## src/hw/exu_config.svh

```systemverilog
`ifndef EXU_CONFIG_SVH
`define EXU_CONFIG_SVH

// operand and result width
`define EXU_XLEN 64

// one multiplier bit or one quotient bit per cycle
`define EXU_MD_CYCLES `EXU_XLEN

`endif

```

## src/hw/exu_pkg.sv

```systemverilog
package exu_pkg;

  // single-cycle ALU operations
  typedef enum logic [3:0] {
    ALU_ADD  = 4'd0,
    ALU_SUB  = 4'd1,
    ALU_SLL  = 4'd2,
    ALU_SLT  = 4'd3,
    ALU_SLTU = 4'd4,
    // pass src2, used for lui
    ALU_PASS = 4'd5,
    ALU_XOR  = 4'd6,
    ALU_SRL  = 4'd7,
    ALU_SRA  = 4'd8,
    ALU_OR   = 4'd9,
    ALU_AND  = 4'd10
  } alu_op_e;

  // multiply group first, divide group with bit 2 set
  typedef enum logic [2:0] {
    MD_MUL    = 3'd0,
    MD_MULH   = 3'd1,
    MD_MULHSU = 3'd2,
    MD_MULHU  = 3'd3,
    MD_DIV    = 3'd4,
    MD_DIVU   = 3'd5,
    MD_REM    = 3'd6,
    MD_REMU   = 3'd7
  } md_op_e;

  // iterative unit state
  typedef enum logic [1:0] {
    MD_IDLE = 2'd0,
    MD_RUN  = 2'd1,
    MD_DONE = 2'd2
  } md_state_e;

endpackage

```

## src/hw/alu_core.sv

```systemverilog
`timescale 1ns/1ps
`include "exu_config.svh"

module alu_core (
  input  exu_pkg::alu_op_e     alu_op_i,
  input  logic                 word_i,
  input  logic [`EXU_XLEN-1:0] src1_i,
  input  logic [`EXU_XLEN-1:0] src2_i,
  output logic [`EXU_XLEN-1:0] res_o
);
  localparam int XLEN = `EXU_XLEN;
  localparam int HALF = XLEN / 2;
  localparam int SW   = $clog2(XLEN);

  logic            sub_en;
  logic [XLEN-1:0] op_a;
  logic [XLEN-1:0] op_b;
  logic [XLEN-1:0] op_b_inv;
  logic [XLEN-1:0] sum;
  logic            carry;
  logic            ovf;
  logic            less;
  logic [SW-1:0]   shamt;
  logic [XLEN-1:0] sh_src;
  logic [XLEN-1:0] sh_rev;
  logic [XLEN-1:0] sh_in;
  logic [XLEN-1:0] sh_out;
  logic [XLEN-1:0] sll_res;
  logic [XLEN-1:0] mask;
  logic [XLEN-1:0] fill;
  logic [XLEN-1:0] res;

  // shared adder, word operands sign-extended so slt/sltu compare 32 bits
  always_comb begin
    op_a = word_i ? {{HALF{src1_i[HALF-1]}}, src1_i[HALF-1:0]} : src1_i;
    op_b = word_i ? {{HALF{src2_i[HALF-1]}}, src2_i[HALF-1:0]} : src2_i;
    sub_en = (alu_op_i == exu_pkg::ALU_SUB) || (alu_op_i == exu_pkg::ALU_SLT) ||
             (alu_op_i == exu_pkg::ALU_SLTU);
    op_b_inv = op_b ^ {XLEN{sub_en}};
    {carry, sum} = {1'b0, op_a} + {1'b0, op_b_inv} + {{XLEN{1'b0}}, sub_en};
    ovf = (op_a[XLEN-1] == op_b_inv[XLEN-1]) && (sum[XLEN-1] != op_a[XLEN-1]);
    // no carry out of a - b means a borrow
    less = (alu_op_i == exu_pkg::ALU_SLTU) ? ~carry : (sum[XLEN-1] ^ ovf);
  end

  // right shifter only, left shift goes through bit reversal
  always_comb begin
    shamt  = word_i ? {1'b0, src2_i[SW-2:0]} : src2_i[SW-1:0];
    sh_src = word_i ? {{HALF{1'b0}}, src1_i[HALF-1:0]} : src1_i;
    for (int i = 0; i < XLEN; i++) begin
      sh_rev[i] = sh_src[XLEN-1-i];
    end
    sh_in  = (alu_op_i == exu_pkg::ALU_SLL) ? sh_rev : sh_src;
    sh_out = sh_in >> shamt;
    for (int i = 0; i < XLEN; i++) begin
      sll_res[i] = sh_out[XLEN-1-i];
    end
    // fill mask for sra, word form uses the upper half as a 32-bit mask
    mask = {XLEN{1'b1}} >> shamt;
    if (word_i) begin
      fill = {{HALF{1'b0}}, ~mask[XLEN-1:HALF]} & {XLEN{src1_i[HALF-1]}};
    end else begin
      fill = ~mask & {XLEN{src1_i[XLEN-1]}};
    end
  end

  always_comb begin
    case (alu_op_i)
      exu_pkg::ALU_ADD,
      exu_pkg::ALU_SUB:  res = sum;
      exu_pkg::ALU_SLL:  res = sll_res;
      exu_pkg::ALU_SLT,
      exu_pkg::ALU_SLTU: res = {{(XLEN-1){1'b0}}, less};
      exu_pkg::ALU_PASS: res = src2_i;
      exu_pkg::ALU_XOR:  res = src1_i ^ src2_i;
      exu_pkg::ALU_SRL:  res = sh_out;
      exu_pkg::ALU_SRA:  res = sh_out | fill;
      exu_pkg::ALU_OR:   res = src1_i | src2_i;
      exu_pkg::ALU_AND:  res = src1_i & src2_i;
      default:           res = '0;
    endcase
  end

  // word results sign-extended from bit 31
  assign res_o = word_i ? {{HALF{res[HALF-1]}}, res[HALF-1:0]} : res;

endmodule

```

## src/hw/div_iter.sv

```systemverilog
`timescale 1ns/1ps
`include "exu_config.svh"

module div_iter (
  input  logic                 clk,
  input  logic                 rst_n,
  input  logic                 start_i,
  input  logic                 flush_i,
  input  exu_pkg::md_op_e      op_i,
  input  logic [`EXU_XLEN-1:0] src1_i,
  input  logic [`EXU_XLEN-1:0] src2_i,
  output logic                 done_o,
  output logic [`EXU_XLEN-1:0] result_o
);
  localparam int XLEN  = `EXU_XLEN;
  localparam int CNT_W = $clog2(`EXU_MD_CYCLES);
  localparam logic [CNT_W-1:0] LAST = CNT_W'(`EXU_MD_CYCLES - 1);

  exu_pkg::md_state_e state_q;
  logic [CNT_W-1:0]   cnt_q;
  logic [XLEN-1:0]    quo_q;
  logic [XLEN-1:0]    rem_q;
  logic [XLEN-1:0]    dsr_q;
  logic [XLEN-1:0]    dvd_q;
  logic               q_neg_q;
  logic               r_neg_q;
  logic               rem_sel_q;
  logic               div0_q;
  logic               ovf_q;
  logic               signed_op;
  logic               a_neg;
  logic               b_neg;
  logic [XLEN:0]      rem_sh;
  logic [XLEN+1:0]    trial;
  logic               fits;
  logic [XLEN-1:0]    quo_fix;
  logic [XLEN-1:0]    rem_fix;

  always_comb begin
    signed_op = (op_i == exu_pkg::MD_DIV) || (op_i == exu_pkg::MD_REM);
    a_neg     = signed_op && src1_i[XLEN-1];
    b_neg     = signed_op && src2_i[XLEN-1];
  end

  // one restoring step, keep the difference only when it does not borrow
  always_comb begin
    rem_sh = {rem_q, quo_q[XLEN-1]};
    trial  = {1'b0, rem_sh} - {2'b00, dsr_q};
    fits   = ~trial[XLEN+1];
  end

  always_ff @(posedge clk or negedge rst_n) begin
    if (!rst_n) begin
      state_q <= exu_pkg::MD_IDLE;
      cnt_q   <= '0;
    end else if (flush_i) begin
      state_q <= exu_pkg::MD_IDLE;
      cnt_q   <= '0;
    end else begin
      case (state_q)
        exu_pkg::MD_IDLE: begin
          if (start_i) begin
            state_q <= exu_pkg::MD_RUN;
            cnt_q   <= '0;
          end
        end
        exu_pkg::MD_RUN: begin
          cnt_q <= cnt_q + 1'b1;
          if (cnt_q == LAST) begin
            state_q <= exu_pkg::MD_DONE;
          end
        end
        default: state_q <= exu_pkg::MD_IDLE;
      endcase
    end
  end

  always_ff @(posedge clk) begin
    if ((state_q == exu_pkg::MD_IDLE) && start_i) begin
      quo_q     <= a_neg ? -src1_i : src1_i;
      rem_q     <= '0;
      dsr_q     <= b_neg ? -src2_i : src2_i;
      dvd_q     <= src1_i;
      q_neg_q   <= a_neg ^ b_neg;
      r_neg_q   <= a_neg;
      rem_sel_q <= (op_i == exu_pkg::MD_REM) || (op_i == exu_pkg::MD_REMU);
      div0_q    <= (src2_i == '0);
      // most negative dividend over minus one
      ovf_q     <= signed_op && (src1_i == {1'b1, {(XLEN-1){1'b0}}}) && (src2_i == '1);
    end else if (state_q == exu_pkg::MD_RUN) begin
      rem_q <= fits ? trial[XLEN-1:0] : rem_sh[XLEN-1:0];
      quo_q <= {quo_q[XLEN-2:0], fits};
    end
  end

  // sign fix-up, then the RISC-V special cases override
  always_comb begin
    quo_fix = q_neg_q ? -quo_q : quo_q;
    rem_fix = r_neg_q ? -rem_q : rem_q;
    if (div0_q) begin
      quo_fix = '1;
      rem_fix = dvd_q;
    end else if (ovf_q) begin
      quo_fix = dvd_q;
      rem_fix = '0;
    end
  end

  assign result_o = rem_sel_q ? rem_fix : quo_fix;
  assign done_o   = (state_q == exu_pkg::MD_DONE);

endmodule

```

## src/hw/exu_top.sv

```systemverilog
`timescale 1ns/1ps
`include "exu_config.svh"

module exu_top (
  input  logic                 clk,
  input  logic                 rst_n,
  input  logic                 valid_i,
  input  logic                 md_en_i,
  input  exu_pkg::alu_op_e     alu_op_i,
  input  exu_pkg::md_op_e      md_op_i,
  input  logic                 word_i,
  input  logic [`EXU_XLEN-1:0] src1_i,
  input  logic [`EXU_XLEN-1:0] src2_i,
  input  logic                 flush_i,
  output logic [`EXU_XLEN-1:0] result_o,
  output logic                 result_valid_o,
  output logic                 busy_o
);
  localparam int XLEN = `EXU_XLEN;
  localparam int HALF = XLEN / 2;

  exu_pkg::alu_op_e alu_op_q;
  exu_pkg::md_op_e  md_op_q;
  logic             word_q;
  logic [XLEN-1:0]  src1_q;
  logic [XLEN-1:0]  src2_q;
  logic             accept;
  logic             is_mul;
  logic             alu_pend_q;
  logic             mul_start_q;
  logic             div_start_q;
  logic             busy_q;
  logic             res_valid_q;
  logic             md_res_q;
  logic [XLEN-1:0]  result_q;
  logic             src1_signed;
  logic             src2_signed;
  logic [XLEN-1:0]  md_src1;
  logic [XLEN-1:0]  md_src2;
  logic [XLEN-1:0]  alu_res;
  logic             mul_done;
  logic             div_done;
  logic             md_done;
  logic [XLEN-1:0]  mul_res;
  logic [XLEN-1:0]  div_res;
  logic [XLEN-1:0]  md_raw;
  logic [XLEN-1:0]  md_res;

  // strobes while a multi-cycle op runs are dropped
  assign accept = valid_i && !busy_q;
  assign is_mul = (md_op_i == exu_pkg::MD_MUL) || (md_op_i == exu_pkg::MD_MULH) ||
                  (md_op_i == exu_pkg::MD_MULHSU) || (md_op_i == exu_pkg::MD_MULHU);

  always_ff @(posedge clk) begin
    if (accept) begin
      alu_op_q <= alu_op_i;
      md_op_q  <= md_op_i;
      word_q   <= word_i;
      src1_q   <= src1_i;
      src2_q   <= src2_i;
    end
  end

  // word operands extended per the signedness of each source
  always_comb begin
    src1_signed = (md_op_q != exu_pkg::MD_MULHU) && (md_op_q != exu_pkg::MD_DIVU) &&
                  (md_op_q != exu_pkg::MD_REMU);
    src2_signed = (md_op_q == exu_pkg::MD_MUL) || (md_op_q == exu_pkg::MD_MULH) ||
                  (md_op_q == exu_pkg::MD_DIV) || (md_op_q == exu_pkg::MD_REM);
    md_src1 = src1_q;
    md_src2 = src2_q;
    if (word_q) begin
      md_src1 = {{HALF{src1_signed & src1_q[HALF-1]}}, src1_q[HALF-1:0]};
      md_src2 = {{HALF{src2_signed & src2_q[HALF-1]}}, src2_q[HALF-1:0]};
    end
  end

  alu_core u_alu (
    .alu_op_i (alu_op_q),
    .word_i   (word_q),
    .src1_i   (src1_q),
    .src2_i   (src2_q),
    .res_o    (alu_res)
  );

  mul_iter u_mul (
    .clk      (clk),
    .rst_n    (rst_n),
    .start_i  (mul_start_q),
    .flush_i  (flush_i),
    .op_i     (md_op_q),
    .src1_i   (md_src1),
    .src2_i   (md_src2),
    .done_o   (mul_done),
    .result_o (mul_res)
  );

  div_iter u_div (
    .clk      (clk),
    .rst_n    (rst_n),
    .start_i  (div_start_q),
    .flush_i  (flush_i),
    .op_i     (md_op_q),
    .src1_i   (md_src1),
    .src2_i   (md_src2),
    .done_o   (div_done),
    .result_o (div_res)
  );

  assign md_done = (mul_done || div_done) && !flush_i;
  assign md_raw  = mul_done ? mul_res : div_res;
  assign md_res  = word_q ? {{HALF{md_raw[HALF-1]}}, md_raw[HALF-1:0]} : md_raw;

  always_ff @(posedge clk or negedge rst_n) begin
    if (!rst_n) begin
      alu_pend_q  <= 1'b0;
      mul_start_q <= 1'b0;
      div_start_q <= 1'b0;
      busy_q      <= 1'b0;
      res_valid_q <= 1'b0;
      md_res_q    <= 1'b0;
    end else begin
      alu_pend_q  <= accept && !md_en_i;
      mul_start_q <= accept && md_en_i && is_mul;
      div_start_q <= accept && md_en_i && !is_mul;
      res_valid_q <= alu_pend_q || md_done;
      md_res_q    <= md_done;
      // busy covers the result cycle, a flush ends it at once
      if (accept && md_en_i) begin
        busy_q <= 1'b1;
      end else if (busy_q && (flush_i || md_res_q)) begin
        busy_q <= 1'b0;
      end
    end
  end

  always_ff @(posedge clk) begin
    if (alu_pend_q) begin
      result_q <= alu_res;
    end else if (md_done) begin
      result_q <= md_res;
    end
  end

  assign result_o       = result_q;
  assign result_valid_o = res_valid_q;
  assign busy_o         = busy_q;

endmodule

```

## src/hw/mul_iter.sv

```systemverilog
`timescale 1ns/1ps
`include "exu_config.svh"

module mul_iter (
  input  logic                 clk,
  input  logic                 rst_n,
  input  logic                 start_i,
  input  logic                 flush_i,
  input  exu_pkg::md_op_e      op_i,
  input  logic [`EXU_XLEN-1:0] src1_i,
  input  logic [`EXU_XLEN-1:0] src2_i,
  output logic                 done_o,
  output logic [`EXU_XLEN-1:0] result_o
);
  localparam int XLEN  = `EXU_XLEN;
  localparam int CNT_W = $clog2(`EXU_MD_CYCLES);
  localparam logic [CNT_W-1:0] LAST = CNT_W'(`EXU_MD_CYCLES - 1);

  exu_pkg::md_state_e state_q;
  logic [CNT_W-1:0]   cnt_q;
  logic [2*XLEN-1:0]  prod_q;
  logic [XLEN-1:0]    mcand_q;
  logic               neg_q;
  logic               high_q;
  logic               a_neg;
  logic               b_neg;
  logic [XLEN-1:0]    a_mag;
  logic [XLEN-1:0]    b_mag;
  logic [XLEN:0]      part_sum;
  logic [2*XLEN-1:0]  prod_fix;

  // operand magnitudes, src1 is unsigned only for mulhu
  always_comb begin
    a_neg = (op_i != exu_pkg::MD_MULHU) && src1_i[XLEN-1];
    b_neg = ((op_i == exu_pkg::MD_MUL) || (op_i == exu_pkg::MD_MULH)) && src2_i[XLEN-1];
    a_mag = a_neg ? -src1_i : src1_i;
    b_mag = b_neg ? -src2_i : src2_i;
  end

  // add multiplicand to upper half when the current multiplier bit is set
  assign part_sum = {1'b0, prod_q[2*XLEN-1:XLEN]} +
                    (prod_q[0] ? {1'b0, mcand_q} : {(XLEN+1){1'b0}});

  always_ff @(posedge clk or negedge rst_n) begin
    if (!rst_n) begin
      state_q <= exu_pkg::MD_IDLE;
      cnt_q   <= '0;
    end else if (flush_i) begin
      state_q <= exu_pkg::MD_IDLE;
      cnt_q   <= '0;
    end else begin
      case (state_q)
        exu_pkg::MD_IDLE: begin
          if (start_i) begin
            state_q <= exu_pkg::MD_RUN;
            cnt_q   <= '0;
          end
        end
        exu_pkg::MD_RUN: begin
          cnt_q <= cnt_q + 1'b1;
          if (cnt_q == LAST) begin
            state_q <= exu_pkg::MD_DONE;
          end
        end
        default: state_q <= exu_pkg::MD_IDLE;
      endcase
    end
  end

  always_ff @(posedge clk) begin
    if ((state_q == exu_pkg::MD_IDLE) && start_i) begin
      prod_q  <= {{XLEN{1'b0}}, b_mag};
      mcand_q <= a_mag;
      neg_q   <= a_neg ^ b_neg;
      high_q  <= (op_i != exu_pkg::MD_MUL);
    end else if (state_q == exu_pkg::MD_RUN) begin
      prod_q <= {part_sum, prod_q[XLEN-1:1]};
    end
  end

  // restore the sign on the full product before picking a half
  assign prod_fix = neg_q ? -prod_q : prod_q;
  assign result_o = high_q ? prod_fix[2*XLEN-1:XLEN] : prod_fix[XLEN-1:0];
  assign done_o   = (state_q == exu_pkg::MD_DONE);

endmodule

```

## config.mk

```make
export PLATFORM = sky130hd
export DESIGN_NAME = exu_top
export DESIGN_NICKNAME = d
export VERILOG_FILES = /design/src/hw/exu_pkg.sv /design/src/hw/alu_core.sv /design/src/hw/div_iter.sv /design/src/hw/exu_top.sv /design/src/hw/mul_iter.sv
export VERILOG_INCLUDE_DIRS = /design/src /design/src/hw
export SDC_FILE = /design/constraint.sdc
export NUM_CORES = 2
export LEC_CHECK = 0
export BUFFER_PORTS_ARGS = -buffer_cell sky130_fd_sc_hd__buf_2
export CAP_MARGIN = 0
export CELL_PAD_IN_SITES_DETAIL_PLACEMENT = 1
export CELL_PAD_IN_SITES_GLOBAL_PLACEMENT = 2
export CORE_MARGIN = 5
export CORE_UTILIZATION = 30
export DETAILED_ROUTE_END_ITERATION = 10
export HOLD_SLACK_MARGIN = 0.06
export PLACE_DENSITY_LB_ADDON = 0.1
export SLEW_MARGIN = 40
export SYNTH_ARGS = -nofsm -noshare
export SYNTH_HDL_FRONTEND = slang
export SYNTH_SLANG_ARGS = --single-unit
```

## constraint.sdc

```tcl
create_clock -name clk -period 6.7 [get_ports clk]
set_clock_uncertainty 0.1 [all_clocks]
set_input_delay 1.005 -clock clk [delete_from_list [all_inputs] [get_ports clk]]
set_output_delay 1.005 -clock clk [all_outputs]
set_load 0.02 [all_outputs]
```

==> results.json <==
{
  "worst_ir_drop_vdd_mv": 0.211,
  "drt_iter0_markers": 5971,
  "synth.distinct_cells": 98,
  "drv_slew": 0,
  "finalNonFillerCells": 10100,
  "synth_async_sr_flop_share_pct": 3.25,
  "initial_core_util_pct": 30.2,
  "place_congestion": 1.01,
  "worst-endpoint-arrival_ns": 6.38,
  "vias_per_cell": 6.04,
  "dp_slack_ns": 0.928,
  "worstHoldPathType": "in -> async",
  "post-cts-setup-buffers": 0,
  "syn_nets": 7748,
  "fin_ws_ns": 0.691,
  "synth_edf_count": 527,
  "outcome": "finished clean",
  "dr.pass1.iters": 8,
  "drive_gt1_share_pct": 11.8,
  "flow.area_growth_from_synthesis_pct": 14.0,
  "fin_util_pct": 34.4,
  "clk_latency_ns": 0.75,
  "synth_top_area_cell": "edfxtp_1",
  "dp.cells": 9927,
  "finalCritPeriodShare_pct": 89.7,
  "r2r-end": "result_o[63]",
  "drcViolationCount": 0,
  "critPathMaxFanout": 32,
  "die_h_um": 459,
  "finalSetupTns_ns": 0,
  "ios": 207,
  "fp-row-count": 164,
  "dr_total_vias": 61100,
  "p_total_mw": 20.5,
  "grt_overflow_total": 0,
  "dieArea_um2": 210000,
  "fin_nets": 7842,
  "rsz0062_at_grt": "false",
  "grt_start_max_net_pins": 130,
  "critical_path_class": "reg -> reg",
  "grt_pass1_vias": 60000,
  "cts.path.max_buffers": 3,
  "antenna_found_initial": 29,
  "track_usage_pct": 32.8,
  "yosysTopAreaCellShare_pct": 26.2,
  "slew_headroom_pct": 27.5,
  "core_um2": 200000,
  "synth.most_common_cell": "nand2_1",
  "io_buffers": 206,
  "ys_ff_latch": 677,
  "maxCapViolations": 0,
  "cts.clk_slew.worst_paths_ns": 0.07,
  "synthTopCellsByCount": "949 x nand2_1, 628 x o21ai_0, 544 x a21oi_1",
  "avgRoutedWirePerCell_um": 35.5,
  "antenna_left": 0,
  "hold_viol": 0,
  "worst_pin_slew_ns": 1.09,
  "r2r_slack_ns": 0.69,
  "grt_pass1_wl_mm": 490,
  "r2r.worst_path.cells": 16,
  "p_leak_nw": 26.5,
  "cts_inserted_buffers": 93,
  "dp_hpwl_mm": 289,
  "startpoint_type": "flip-flop",
  "cts_tree": "built",
  "cp-startpoint": "alu_op_q[2]",
  "synth.avg_cell_area_um2": 8.30,
  "root_buffer": "clkbuf_16",
  "setup_viol": 0,
  "syn_inst": 7274,
  "synth_warnings": 0,
  "cts_num_sinks": 677,
  "cp-endpoint": "result_o[63]",
  "post_cts_resized": 0,
  "postCtsHoldBufs": 0,
  "power_density_nw_per_um2": 298,
  "synth-seq-area-share_pct": 31.4,
  "die_x_um": 459,
  "drt_wl_total_mm": 360,
  "period_minus_slack_ns": 6.01,
  "synth_area_leaders": "edfxtp_1 26%, ha_1 6.8%, xnor2_1 6.3%",
  "required_ns": 7.08,
  "rr_startpoint": "alu_op_q[2]",
  "max_freq_mhz": 166,
  "syn_area_um2": 60400,
  "h-tree-depth": 3,
  "synthFlopType": "edfxtp_1",
  "worstSetupEndpointType": "flip-flop"
}
[area by class of cell]
| cell class | count | area [um2] |
|---|---|---|
| clock buffers | 128 | 2610 |
| fillers | 23400 | 131000 |
| multi-input cells | 5821 | 39000 |
| inverters | 295 | 1120 |
| flip-flops and latches | 677 | 18900 |
| clock inverters | 47 | 508 |
| well taps | 2656 | 3320 |
| repair buffers | 480 | 3280 |
| diodes | 12 | 30.0 |
[worst max-delay path, stage by stage, from the launching register on]
cell and delay (ns):
edfxtp_1 0.61, nor2b_1 0.34, a21oi_1 0.13, nor2_4 0.59, xnor2_1 0.15, ha_1 0.41
nand4_1 0.15, or4_1 0.56, a21o_1 0.28, a211oi_1 0.57, o21ai_0 0.28, and4_1 0.30
o32ai_4 0.30, buf_4 0.46, o21ai_0 0.17, a31oi_1 0.20, nor2_1 0.06
[cells in the final DEF, fill, tap and decap left out, types with 59 or more instances in the layout]
cell type,n
or4_1,59
o21ai_0,618
a211oi_1,75
nand2b_1,67
a31oi_1,66
mux2i_1,168
ha_1,330
or3_1,83
a21oi_1,539
nor2_1,524
nand3_1,113
nand4_1,89
o31ai_1,103
nor3_1,107
a221oi_1,79
edfxtp_1,527
xor2_1,258
mux4_2,69
and2_1,95
nand2_1,946
clkbuf_16,96
buf_4,252
a21o_1,109
xnor2_1,423
dfxtp_1,128
inv_1,285
buf_2,210
[how the worst min path moves through the flow]
stage                   from  cells after the start  slack, ns              to
global placement    md_res_q                      3       0.38          busy_o
global route           rst_n                      1       0.15  result_valid_o
CTS                    rst_n                      1       0.09  result_valid_o
finish                 rst_n                      1       0.13  result_valid_o
floorplan           md_res_q                      3       0.37          busy_o
detailed placement  md_res_q                      3       0.40          busy_o
[report_power, final]
part	total, mW	leakage, nW	internal, mW	switching [mW]
combinational	9.22	18.7	3.07	6.15
clock	5.24	1.50	3.01	2.23
sequential	6.03	6.25	5.12	0.908
[state kept, by name, indices dropped and copies added (netlist names), 2 cells and up]
signal / flops
u_mul.prod_q: 128
result_o: 64
src1_q: 64
src2_q: 64
u_div.dsr_q: 64
u_div.dvd_q: 64
u_div.quo_q: 64
u_div.rem_q: 64
u_mul.mcand_q: 64
u_div.cnt_q: 6
u_mul.cnt_q: 6
alu_op_q: 4
md_op_q: 3
u_div.state_q: 2
u_mul.state_q: 2
[cell families after synthesis]
family / count (synthesis) / synth area share (%)
AND/OR/NAND/NOR: 2390 / 18.6
AO/OA/AOI/OAI: 2148 / 22.5
buffers and inverters: 776 / 4.91
XOR/XNOR: 697 / 10.1
flip-flops: 677 / 31.4
adder cells (fa/ha/maj): 333 / 6.94
multiplexers: 253 / 5.65
[stage by stage]
| step | hold slack (ns) | cell area (um2) |
|---|---|---|
| floorplan | 0.366 | 60400 |
| global placement | 0.382 | 65200 |
| detailed placement | 0.395 | 65500 |
| CTS | 0.0877 | 68600 |
| global route | 0.148 | 68800 |
| finish | 0.125 | 68900 |
[routing by layer]
| metal | GRT usage (%) | wire length, um | part of all wire [%] | vias up |
|---|---|---|---|---|
| met5 | 0 | 46 | 0.013 | - |
| met3 | 4.74 | 23600 | 6.6 | 560 |
| met1 | 43.9 | 155000 | 43 | 31300 |
| li1 | - | - | - | 26900 |
| met4 | 17.1 | 22200 | 6.2 | 6 |
| met2 | 51.4 | 159000 | 44 | 2370 |
(Power assumes the default switching activity.)
